### src/fp16Pkg.sv
package fp16Pkg;

	// Half precision word layout
	localparam int ExpWidth = 5;     // Biased exponent field
	localparam int ManWidth = 10;    // Stored fraction, hidden one not included
	localparam int WordWidth = 16;   // Sign + exponent + mantissa

	// Adder working format
	// Bits of the working sum from top to bottom are carry, hidden one, mantissa, guard
	localparam int GuardBits = 5;      // Extra low bits kept through the add
	localparam int SumWidth = 17;      // 1 + 1 + ManWidth + GuardBits
	localparam int MaxAlignShift = 12; // Smaller operand drops out at this shift

	// Fetch loop
	localparam int NumElems = 8;     // Words summed per run
	localparam int IndexWidth = 4;   // Must be able to hold NumElems itself
	localparam int AddrWidth = 3;    // External memory address

	// Operand register, aligned register, result register
	localparam int AddLatency = 3;

	// Field view of one fp16 word
	typedef struct packed {
		logic                sign;
		logic [ExpWidth-1:0] exponent;
		logic [ManWidth-1:0] mantissa;
	} halfFields_s;

	// Memory and sum registers handle the raw word
	// Adder stages pick the same bits apart as fields
	typedef union packed {
		logic [WordWidth-1:0] raw;
		halfFields_s          fields;
	} halfWord_u;

endpackage

### src/fpAlign.sv
`timescale 1ns/1ps

module fpAlign (
	input  fp16Pkg::halfWord_u                  opA,
	input  fp16Pkg::halfWord_u                  opB,
	output logic [fp16Pkg::ExpWidth-1:0]        commonExp,    // Exponent of larger operand
	output logic                                bigSign,
	output logic                                smallSign,
	output logic [fp16Pkg::ManWidth:0]          bigMan,       // Hidden bit + mantissa
	output logic [fp16Pkg::SumWidth-1:0]        smallAligned  // Shifted into sum layout
);

	logic                              aIsBig;
	fp16Pkg::halfWord_u                bigOp;
	fp16Pkg::halfWord_u                smallOp;
	logic [fp16Pkg::ExpWidth-1:0]      expDiff;
	logic [fp16Pkg::SumWidth-1:0]      smallSig;
	logic                              tooFar;

	// Magnitude compare on exponent then mantissa, sign ignored
	// Ties keep A as the larger operand
	assign aIsBig = {opA.fields.exponent, opA.fields.mantissa} >=
		{opB.fields.exponent, opB.fields.mantissa};

	assign bigOp = aIsBig ? opA : opB;
	assign smallOp = aIsBig ? opB : opA;

	// Never negative since bigOp has the larger exponent
	assign expDiff = bigOp.fields.exponent - smallOp.fields.exponent;

	assign commonExp = bigOp.fields.exponent;
	assign bigSign = bigOp.fields.sign;
	assign smallSign = smallOp.fields.sign;

	// Hidden one only for a nonzero exponent field
	assign bigMan = {|bigOp.fields.exponent, bigOp.fields.mantissa};

	// Carry slot empty, guard bits zero before the shift
	assign smallSig = {
		1'b0,
		|smallOp.fields.exponent,
		smallOp.fields.mantissa,
		{fp16Pkg::GuardBits{1'b0}}
	};

	// Far below the larger operand, contributes nothing
	assign tooFar = (expDiff >= (fp16Pkg::ExpWidth)'(fp16Pkg::MaxAlignShift));

	// Bits shifted past the guard positions are dropped
	assign smallAligned = tooFar ? '0 : (smallSig >> expDiff);

endmodule

### src/fpNormalizeRound.sv
`timescale 1ns/1ps

module fpNormalizeRound (
	input  logic [fp16Pkg::ExpWidth-1:0]   commonExp,
	input  logic                           bigSign,
	input  logic                           smallSign,
	input  logic [fp16Pkg::ManWidth:0]     bigMan,
	input  logic [fp16Pkg::SumWidth-1:0]   smallAligned,
	output fp16Pkg::halfWord_u             result
);

	logic [fp16Pkg::SumWidth-1:0]   bigFull;    // Larger significand in sum layout
	logic [fp16Pkg::SumWidth-1:0]   rawSum;
	logic                           effSub;     // Signs differ
	logic                           zeroSum;
	logic [fp16Pkg::ExpWidth-1:0]   lz;         // Leading zeros above the leading one
	logic [fp16Pkg::SumWidth-1:0]   normSum;
	logic [fp16Pkg::ExpWidth-1:0]   normExp;
	logic [fp16Pkg::ManWidth-1:0]   normMan;
	logic                           roundBit;   // First dropped bit
	logic                           sticky;     // Anything below it
	logic                           roundUp;
	logic [fp16Pkg::ManWidth:0]     upMan;      // Mantissa + 1 with carry out
	logic [fp16Pkg::ManWidth-1:0]   finalMan;
	logic [fp16Pkg::ExpWidth-1:0]   finalExp;

	assign bigFull = {1'b0, bigMan, {fp16Pkg::GuardBits{1'b0}}};
	assign effSub = bigSign ^ smallSign;

	// Larger magnitude first, so subtraction cannot go negative
	assign rawSum = effSub ? (bigFull - smallAligned) : (bigFull + smallAligned);
	assign zeroSum = ~|rawSum;

	// Leading one search, highest set bit wins
	always_comb begin
		lz = '0;
		for (int i = 0; i < fp16Pkg::SumWidth; i++) begin
			if (rawSum[i]) begin
				lz = (fp16Pkg::ExpWidth)'(fp16Pkg::SumWidth - 1 - i);
			end
		end
	end

	// Leading one moved up to the carry slot
	assign normSum = rawSum << lz;

	// Carry slot sits one above the hidden bit of commonExp
	assign normExp = commonExp + 1'b1 - lz;   // Wraps out of range, no flags

	assign normMan = normSum[fp16Pkg::GuardBits+1 +: fp16Pkg::ManWidth];
	assign roundBit = normSum[fp16Pkg::GuardBits];
	assign sticky = |normSum[fp16Pkg::GuardBits-1:0];

	// Nearest even, ties go to an even mantissa
	assign roundUp = roundBit & (sticky | normMan[0]);
	assign upMan = {1'b0, normMan} + 1'b1;

	always_comb begin
		if (roundUp) begin
			finalMan = upMan[fp16Pkg::ManWidth-1:0];
			// All ones mantissa rolls over into the exponent
			finalExp = normExp + {{(fp16Pkg::ExpWidth-1){1'b0}}, upMan[fp16Pkg::ManWidth]};
		end else begin
			finalMan = normMan;
			finalExp = normExp;
		end
	end

	always_comb begin
		result.raw = '0;
		if (zeroSum) begin
			// Exact cancellation is +0 unless both inputs were negative
			result.fields.sign = bigSign & smallSign;
		end else begin
			result.fields.sign = bigSign;
			result.fields.exponent = finalExp;
			result.fields.mantissa = finalMan;
		end
	end

endmodule

### src/fpAddPipe.sv
`timescale 1ns/1ps

module fpAddPipe (
	input  logic                ap_clk,
	input  fp16Pkg::halfWord_u  opA,
	input  fp16Pkg::halfWord_u  opB,
	output fp16Pkg::halfWord_u  addResult   // Sum of inputs from AddLatency cycles ago
);

	// Operand register
	fp16Pkg::halfWord_u                 opAReg;
	fp16Pkg::halfWord_u                 opBReg;

	// Align stage outputs and their register
	logic [fp16Pkg::ExpWidth-1:0]       commonExp;
	logic                               bigSign;
	logic                               smallSign;
	logic [fp16Pkg::ManWidth:0]         bigMan;
	logic [fp16Pkg::SumWidth-1:0]       smallAligned;
	logic [fp16Pkg::ExpWidth-1:0]       commonExpReg;
	logic                               bigSignReg;
	logic                               smallSignReg;
	logic [fp16Pkg::ManWidth:0]         bigManReg;
	logic [fp16Pkg::SumWidth-1:0]       smallAlignedReg;

	// Normalize stage output and result register
	fp16Pkg::halfWord_u                 sumWord;
	fp16Pkg::halfWord_u                 resultReg;

	fpAlign fpAlignInst (
		.opA          (opAReg),
		.opB          (opBReg),
		.commonExp    (commonExp),
		.bigSign      (bigSign),
		.smallSign    (smallSign),
		.bigMan       (bigMan),
		.smallAligned (smallAligned)
	);

	fpNormalizeRound fpNormalizeRoundInst (
		.commonExp    (commonExpReg),
		.bigSign      (bigSignReg),
		.smallSign    (smallSignReg),
		.bigMan       (bigManReg),
		.smallAligned (smallAlignedReg),
		.result       (sumWord)
	);

	// Free running, a new add can enter every cycle
	always_ff @(posedge ap_clk) begin
		opAReg <= opA;
		opBReg <= opB;
		commonExpReg <= commonExp;      // Stage boundary between align and normalize
		bigSignReg <= bigSign;
		smallSignReg <= smallSign;
		bigManReg <= bigMan;
		smallAlignedReg <= smallAligned;
		resultReg <= sumWord;
	end

	assign addResult = resultReg;

endmodule

### src/accumSequencer.sv
`timescale 1ns/1ps

module accumSequencer (
	input  logic                           ap_clk,
	input  logic                           ap_rst,
	input  logic                           ap_start,     // Level, sampled in Idle
	input  logic                           doneHeld,     // Previous result not yet taken
	input  fp16Pkg::halfWord_u             accumInQ,     // Read data, one cycle after enable
	input  fp16Pkg::halfWord_u             addResult,    // Adder output, AddLatency behind
	output logic [fp16Pkg::AddrWidth-1:0]  accumInAddr,
	output logic                           accumInCe,
	output logic                           ap_idle,
	output fp16Pkg::halfWord_u             opA,          // Running sum into adder
	output fp16Pkg::halfWord_u             opB,          // Fetched word into adder
	output logic                           finish,       // One cycle, end of run
	output fp16Pkg::halfWord_u             runSum
);

	enum logic [2:0] {Idle, Fetch, Load, Wait, Accumulate} state, stateNext;

	logic [fp16Pkg::IndexWidth-1:0]            index;    // Next element to read
	logic [$clog2(fp16Pkg::AddLatency)-1:0]    waitCnt;  // Cycles spent in Wait
	fp16Pkg::halfWord_u                        loadReg;  // Captured memory word
	logic                                      accept;
	logic                                      lastElem;
	logic                                      waitDone;

	// Blocked while the last result still waits for continue
	assign accept = (state == Idle) && ap_start && !doneHeld;
	assign lastElem = (index == (fp16Pkg::IndexWidth)'(fp16Pkg::NumElems));
	assign waitDone = (waitCnt == ($clog2(fp16Pkg::AddLatency))'(fp16Pkg::AddLatency - 1));

	always_comb begin
		stateNext = state;
		case (state)
			Idle: begin
				if (accept) begin
					stateNext = Fetch;
				end
			end
			Fetch: begin
				// All words summed, back to Idle
				if (lastElem) begin
					stateNext = Idle;
				end else begin
					stateNext = Load;
				end
			end
			Load: stateNext = Wait;       // Read data on the bus this cycle
			Wait: begin
				if (waitDone) begin
					stateNext = Accumulate;
				end
			end
			Accumulate: stateNext = Fetch;
			default: stateNext = Idle;
		endcase
	end

	always_ff @(posedge ap_clk) begin
		if (ap_rst) begin
			state <= Idle;
			index <= '0;
			waitCnt <= '0;
		end else begin
			state <= stateNext;
			if (accept) begin
				index <= '0;
			end else if (state == Accumulate) begin
				index <= index + 1'b1;
			end
			// Restarts from zero on every entry into Wait
			if (state == Wait) begin
				waitCnt <= waitCnt + 1'b1;
			end else begin
				waitCnt <= '0;
			end
		end
	end

	always_ff @(posedge ap_clk) begin
		if (state == Load) begin
			loadReg <= accumInQ;
		end
		// Sum starts from +0 for each run
		if (accept) begin
			runSum <= '0;
		end else if (state == Accumulate) begin
			runSum <= addResult;   // Adder has seen this word for AddLatency cycles
		end
	end

	assign accumInAddr = index[fp16Pkg::AddrWidth-1:0];
	assign accumInCe = (state == Fetch) && !lastElem;
	assign finish = (state == Fetch) && lastElem;
	assign ap_idle = (state == Idle) && !ap_start;
	assign opA = runSum;
	assign opB = loadReg;

endmodule

### src/accumResult.sv
`timescale 1ns/1ps

module accumResult (
	input  logic                ap_clk,
	input  logic                ap_rst,
	input  logic                finish,        // End of run pulse from sequencer
	input  fp16Pkg::halfWord_u  runSum,
	input  logic                ap_continue,
	output fp16Pkg::halfWord_u  accumSum,
	output logic                accumSumVld,
	output logic                ap_done,
	output logic                ap_ready,
	output logic                doneHeld
);

	fp16Pkg::halfWord_u heldSum;   // Last total, shown between runs

	always_ff @(posedge ap_clk) begin
		if (ap_rst) begin
			heldSum <= '0;
		end else if (finish) begin
			heldSum <= runSum;
		end
	end

	// Continue wins over a finish in the same cycle
	always_ff @(posedge ap_clk) begin
		if (ap_rst) begin
			doneHeld <= 1'b0;
		end else if (ap_continue) begin
			doneHeld <= 1'b0;
		end else if (finish) begin
			doneHeld <= 1'b1;
		end
	end

	// Total visible in the finish cycle itself
	assign accumSum = finish ? runSum : heldSum;
	assign accumSumVld = finish;
	assign ap_ready = finish;
	assign ap_done = finish | doneHeld;   // Stays up until continue

endmodule

### src/accumTop.sv
`timescale 1ns/1ps

module accumTop (
	input  logic                           ap_clk,
	input  logic                           ap_rst,
	input  logic                           ap_start,
	input  logic                           ap_continue,
	input  fp16Pkg::halfWord_u             accumInQ,
	output logic [fp16Pkg::AddrWidth-1:0]  accumInAddr,
	output logic                           accumInCe,
	output fp16Pkg::halfWord_u             accumSum,
	output logic                           accumSumVld,
	output logic                           ap_done,
	output logic                           ap_idle,
	output logic                           ap_ready
);

	fp16Pkg::halfWord_u   opA;
	fp16Pkg::halfWord_u   opB;
	fp16Pkg::halfWord_u   addResult;
	fp16Pkg::halfWord_u   runSum;
	logic                 finish;
	logic                 doneHeld;

	accumSequencer accumSequencerInst (
		.ap_clk      (ap_clk),
		.ap_rst      (ap_rst),
		.ap_start    (ap_start),
		.doneHeld    (doneHeld),
		.accumInQ    (accumInQ),
		.addResult   (addResult),
		.accumInAddr (accumInAddr),
		.accumInCe   (accumInCe),
		.ap_idle     (ap_idle),
		.opA         (opA),
		.opB         (opB),
		.finish      (finish),
		.runSum      (runSum)
	);

	// No valid in or out, sequencer samples at a fixed distance
	fpAddPipe fpAddPipeInst (
		.ap_clk    (ap_clk),
		.opA       (opA),
		.opB       (opB),
		.addResult (addResult)
	);

	accumResult accumResultInst (
		.ap_clk      (ap_clk),
		.ap_rst      (ap_rst),
		.finish      (finish),
		.runSum      (runSum),
		.ap_continue (ap_continue),
		.accumSum    (accumSum),
		.accumSumVld (accumSumVld),
		.ap_done     (ap_done),
		.ap_ready    (ap_ready),
		.doneHeld    (doneHeld)
	);

endmodule

### config.mk
export PLATFORM = sky130hd
export DESIGN_NAME = accumTop
export DESIGN_NICKNAME = d
export VERILOG_FILES = /design/src/fp16Pkg.sv /design/src/fpAlign.sv /design/src/fpNormalizeRound.sv /design/src/fpAddPipe.sv /design/src/accumSequencer.sv /design/src/accumResult.sv /design/src/accumTop.sv
export SDC_FILE = /design/constraint.sdc
export NUM_CORES = 1
export LEC_CHECK = 0
export CORE_UTILIZATION = 65
export DETAILED_ROUTE_END_ITERATION = 8
export DONT_BUFFER_PORTS = 1
export PLACE_DENSITY = 0.81
export SLEW_MARGIN = 30
export SYNTH_ARGS = -nofsm -noshare
export SYNTH_HDL_FRONTEND = slang
export SYNTH_HIERARCHICAL = 1
export SYNTH_SLANG_ARGS = --single-unit
### constraint.sdc
create_clock -name ap_clk -period 13.6 [get_ports ap_clk]
set_input_delay 1.36 -clock ap_clk [delete_from_list [all_inputs] [get_ports ap_clk]]
set_output_delay 1.36 -clock ap_clk [all_outputs]
set_load 0.02 [all_outputs]
Word-level counts from Yosys, hierarchy flattened
Cells that the tools add are included.

word-level totals
  register bits after elaboration = 141

operators by class
  $add $sub $neg = 9
  magnitude comparators = 2
  eq/ne operators = 8
  shift operators = 2
  multiplexer cells = 28
  bitwise operators = 6
  reduce and logical (&&, ||, !) cells = 17

operator list
  operator                                                           count
  2-to-1 mux 5 bit                                                   18
  2-to-1 mux 16 bit                                                  3
  adder 16 x 17 -> 17 bit                                            1
  2-to-1 mux 17 bit                                                  1
  OR reduction 17 bit                                                1
  << shifter 17 x 5 -> 16 bit                                        1
  >> shifter 16 x 5 -> 17 bit                                        1
  subtractor 16 x 17 -> 17 bit                                       1
  greater-or-equal comparator 15 bit                                 1
  one-hot mux 3 bit (5 select lines)                                 1
  OR reduction 5 bit                                                 3
  adder 10 x 1 -> 11 bit, second input constant                      1
  2-to-1 mux 10 bit                                                  1
  subtractor 5 bit                                                   2
  == test 3 x 2 -> 1 bit, second input constant                      2
  2-to-1 mux 3 bit                                                   2
  OR reduction 2 bit                                                 3
  adder 5 x 1 -> 5 bit                                               1
  adder 5 x 1 -> 5 bit, second input constant                        1
  greater-or-equal comparator 5 x 4 -> 1 bit, second input constant  1
  logical AND 1 bit                                                  5
  adder 4 x 1 -> 4 bit, second input constant                        1
  == test 4 bit, second input constant                               1
  != test 2 x 1 -> 1 bit, second input constant                      2
  13 further kinds                                                   17

Logic depth before layout (Yosys ltp)
  depth after elaboration = 24
  depth in mapped cells = 26
  depth with buffers taken out = 25

Cells and area by module
The synthesis kept the hierarchy.

by module, submodules not included
  module            instances  cells an instance  area each (um^2)
  fpNormalizeRound  1          432                3136.8
  fpAlign           1          267                1871.8
  fpAddPipe         1          83                 1661.6
  accumSequencer    1          156                1635.3
  accumResult       1          56                 757.0

Worst setup path after synthesis
OpenSTA, ideal clock, no wires.

  path kind = register -> register
  start point = register fpAddPipeInst/bigManReg[0] in the netlist's numbering
  end point = register fpAddPipeInst.resultReg (netlist bit fpAddPipeInst/addResult[14])
  library setup time = 0.149 ns
  data arrival time = 4.569 ns
  data required time = 13.451 ns
  setup slack = 8.883 ns
  cell stages (with the launch flop) = 26
  clock period less this slack = 4.717 ns
  cells stage by stage = dfxtp_1 ha_1 inv_1 fa_1 or2_1 and2_1 and3_1 or4_1 o311ai_1 a311oi_2 o21ai_2 buf_2 a21oi_1 o21bai_1 mux2i_1 nor2_1 ha_1 inv_1 a2111oi_4 nand3_1 nor2_1 ha_1 ha_1 o2111a_1 nand3_1 nor3b_1

between the ends
  cells in the longest elaborated chain, start to end = 19
  elaborated cells between the ends (all ways) = 24
  those cells by class = add/sub (5); shift (1); mux (14); bitwise (2); reduce/logical (2)

RTL lines
  element                                                                         line                    RTL
  start, declared                                                                 fpAddPipe.sv:23         logic [fp16Pkg::ManWidth:0] bigManReg;
  start signal, assigned                                                          fpAddPipe.sv:56         bigManReg <= bigMan;
  adder 16 x 17 -> 17 bit / subtractor 16 x 17 -> 17 bit (equally long branches)  fpNormalizeRound.sv:31  assign rawSum = effSub ? (bigFull - smallAligned) : (bigFull + smallAligned);
  2-to-1 mux 17 bit (*)                                                           fpNormalizeRound.sv:31
  parallel branches: the longest is 17 deep, another holds 2-to-1 mux 5 bit       n/a
  end signal, assigned                                                            fpAddPipe.sv:58         resultReg <= sumWord;
  end, declared                                                                   fpAddPipe.sv:28         fp16Pkg::halfWord_u resultReg;

Mark *: on every way between the ends.
A chain may end at the register's enable or synchronous reset.

Worst setup path in the final report
  start point = register fpAddPipeInst.bigSignReg
  end point = register fpAddPipeInst.resultReg (netlist bit fpAddPipeInst/addResult[14])

between the ends
  cells in the longest elaborated chain, start to end = 24
  elaborated cells between the ends (all ways) = 28
  those cells by class = add/sub (3); shift (1); mux (19); bitwise (3); reduce/logical (2)

RTL lines
  element                                                                    line                    RTL
  start, declared                                                            fpAddPipe.sv:21         logic bigSignReg;
  start signal, assigned                                                     fpAddPipe.sv:54         bigSignReg <= bigSign;
  XOR 1 bit (*)                                                              fpNormalizeRound.sv:28  assign effSub = bigSign ^ smallSign;
  2-to-1 mux 17 bit (*)                                                      fpNormalizeRound.sv:31
  parallel branches: the longest is 22 deep, another holds 2-to-1 mux 5 bit  n/a

Marked as above.

==> summary.txt <==
Critical path
  – R2r setup slk: 7.57 ns
  – Worst setup EP type: flip-flop
  – Worst Setup Start Kind: flip-flop
  – Number of buffers and inverters on the critical path: 2
  – CP delay by family, top: compound AO/OA/AOI/OAI gates
  – Max incr delay on CP: 0.88 ns
  – CP arrival: 6.31 ns
  – Critical path required time: 13.88 ns
  – Cell Chain, Critical Path: ha_1 -> inv_1 -> a21o_1 -> xnor2_1 -> nor3_1 -> o311ai_1 -> a311oi_2 -> o21ai_2 -> inv_2 -> a2111oi_2 -> a21oi_1 -> a2bb2oi_1 -> a2111oi_4 -> nand3_1 -> nor2_1 -> ha_1 -> ha_1 -> o2111a_1 -> nand3_1 -> nor3b_1
  – CP max stage cell: ha_1
  – WS Path Type: flip-flop to flip-flop
  – Worst Path Max Fanout: 31
  – Critical Path Most Common Cell: ha_1

CTS
  – CTS HTree Levels: 4
  – Clk_lat worst skew: 0.42 ns
  – Post-CTS Hold Fix Bufs: 0
  – CTS tree: yes
  – Num Clock Sinks: 141
  – CTS Root Cell: clkbuf_16
  – Clk slew on worst S/H paths: 0.07 ns
  – CTS Buffer Depth: 2
  – Setup bufs post-CTS: 0
  – PostCTS Resize Cnt: 0
  – TritonCTS Buffers: 17

Die
  – Rows: 42
  – Initial Util: 0.676
  – Die area: 14400 um2
  – Die Y: 120 um
  – Core ar.: 13400 um2
  – Io pins: 44
  – Chip width: 120 um

STA
  – RSZ-0062 raised after global routing: false
  – Hold_ws: 0.339 ns
  – Worst relative slew slack: 0.385
  – Slew Viols, Final: 0
  – Min cycle time layout: 6.03 ns
  – Hold Vio Cnt, Final: 0
  – Fmax: 166 MHz
  – Worst Tran Pin Value: 0.922 ns
  – Clk_skew: 0.0114 ns
  – Fin Setup TNS: 0 ns
  – Final Cycle Share: 0.443
  – Final Setup Violations: 0

Global route
  – Gr usage total: 0.317
  – Number of global-route vias before repair: 6967
  – Largest net degree at the start of global routing: 32
  – Aggregate global routing overflow: 0
  – Initial antenna violation count: 0
  – Global-route wire length before repair: 36.0 mm

Placement
  – Post-DP HPWL: 16.4 mm
  – GP Congestion: 0.938
  – Port bufs: 0
  – Placed cells: 1103

Power
  – Net load switching power: 0.000328 W
  – Power share of the sequential group: 0.418
  – Worst vdd ir: 142 uV
  – Leak: 3.49 nW
  – Sw Ratio: 0.298
  – P_int: 0.000772 W
  – Power Density: 117 nW/um2
  – Comb pwr share: 0.174
  – Clock share of power: 0.409

Logic synthesis
  – Top-area cell type share of the netlist area: 0.276
  – Cell accounting for the most synthesized area: dfxtp_1
  – Synth async-reset ratio: 0
  – Sequential share of the synthesized area: 0.329
  – Syn_nets: 1070
  – Synth top area cells: dfxtp_1 (28%), ha_1 (7.5%), edfxtp_1 (5.3%)
  – Avg Inst Size Synth: 9.12 um2
  – Cells after Synth: 994
  – Cell Area, Synth: 9060 um2
  – Post-synth EDFFs: 16
  – YS warnings: 6
  – Yosys reg bits: 141
  – Count leader, synth: dfxtp_1
  – Synth Flop Type: dfxtp_1
  – Top cells by count, synth: dfxtp_1 (125), nand2_1 (96), inv_1 (58)
  – Cell variety after synth: 115

Detailed routing
  – WL met1: 9.61 mm
  – TritonRoute pass-1 iters: 5
  – Drt wl/cell: 19.8 um
  – Final Routed Wirelength: 22.5 mm
  – Vias per cell: 6.55
  – Vias: 7436
  – Wire length on met3: 1.53 mm
  – Routed Antenna Nets: 0
  – Drt drc: 0
  – Top sig layer: met4
  – Met2 routed wirelength: 10.8 mm
  – DRT iter0 DRCs: 730

Flow run
  – Max Cap Viol: 0

Cells and area
  – Antenna diode count: 0
  – Synth-to-layout area growth: 3.88%
  – Fin util: 0.703
  – Nets: 1022
  – Finished Layout Cells: 1135
  – Share of layout cells above drive strength 1: 0.145

Outcome
  – Status: finished, final reports clean

Worst hold path
  – Hold Path Class: flip-flop to flip-flop
cell families after synthesis:
family	Yosys count	share of synthesized area
simple gates	325	0.200
compound gates	264	0.215
flops	141	0.329
buf+inv	134	0.0826
fa+ha+maj	56	0.0790
mux	45	0.0667
xor+xnor	28	0.0271
other cells	1	0.000414
state kept, by name, indices dropped and copies added, names as in the netlist, 4 cells and up:
register / count
fpAddPipeInst/smallAlignedReg: 17
accumResultInst/heldSum: 16
accumSequencerInst/opA: 16
accumSequencerInst/opB: 16
fpAddPipeInst/addResult: 16
fpAddPipeInst/opAReg: 16
fpAddPipeInst/opBReg: 16
fpAddPipeInst/bigManReg: 11
fpAddPipeInst/commonExpReg: 5
accumSequencerInst/index: 4
metrics by stage:
stage	setup WS, ns	area, um2	total power, W
after CTS	7.66	9400	0.00110
after global placement	7.79	8810	0.000649
after floorplan	8.88	9060	0.000614
after detailed placement	7.69	8830	0.000650
after global routing	7.09	9410	0.00114
final	7.57	9410	0.00110
power groups by stage:
stage	sequential, W	clock [W]	combinational, W
after floorplan	0.000460	0	0.000154
after global placement	0.000466	0	0.000184
after detailed placement	0.000466	0	0.000183
after CTS	0.000459	0.000455	0.000186
after global routing	0.000461	0.000473	0.000208
final	0.000459	0.000449	0.000191
path summary, 6_finish.rpt:
path	start	to	depth (start not counted)
setup / recovery	fpAddPipeInst/bigSignReg	fpAddPipeInst/addResult[14]	20
setup reg to reg	fpAddPipeInst/bigSignReg	fpAddPipeInst/addResult[14]	20
hold reg to reg	accumSequencerInst/opB[3]	fpAddPipeInst/opBReg[3]	0
hold / removal	accumSequencerInst/opB[3]	fpAddPipeInst/opBReg[3]	0
layer usage:
layer,vias up,GRT usage
li1,3519,-
met1,3545,0.404
met2,332,0.533
met3,40,0.0661
met4,0,0.105
met5,-,0
area by class of cell:
cell class / instances / area, um2
Tap cell: 176 / 220
Multi-Input combinational cell: 719 / 5370
Fill cell: 1034 / 3990
Inverter: 63 / 236
Timing Repair Buffer: 4 / 30.0
Sequential cell: 141 / 2980
Clock buffer: 17 / 425
Clock inverter: 15 / 149
cell usage in the layout (no fill, tap or decap), types with 20 or more instances in the layout:
master and count:
nand2_1 96, dfxtp_1 125, inv_1 58, a21oi_1 54, o211ai_1 21, nand3_1 27
a211oi_1 20, o21ai_0 46, ha_1 54, nor3_1 23, nor2_1 46
worst register-to-register path: stages, from the launching register on:
cell       delay, ns
dfxtp_1         0.31
ha_1            0.88
inv_1           0.40
a21o_1          0.26
xnor2_1         0.51
nor3_1          0.15
o311ai_1        0.38
a311oi_2        0.24
o21ai_2         0.42
inv_2           0.24
a2111oi_2       0.38
a21oi_1         0.09
a2bb2oi_1       0.22
a2111oi_4       0.41
nand3_1         0.12
nor2_1          0.11
ha_1            0.18
ha_1            0.14
o2111a_1        0.24
nand3_1         0.08
nor3b_1         0.14
Power figures use the tool's default switching activity.
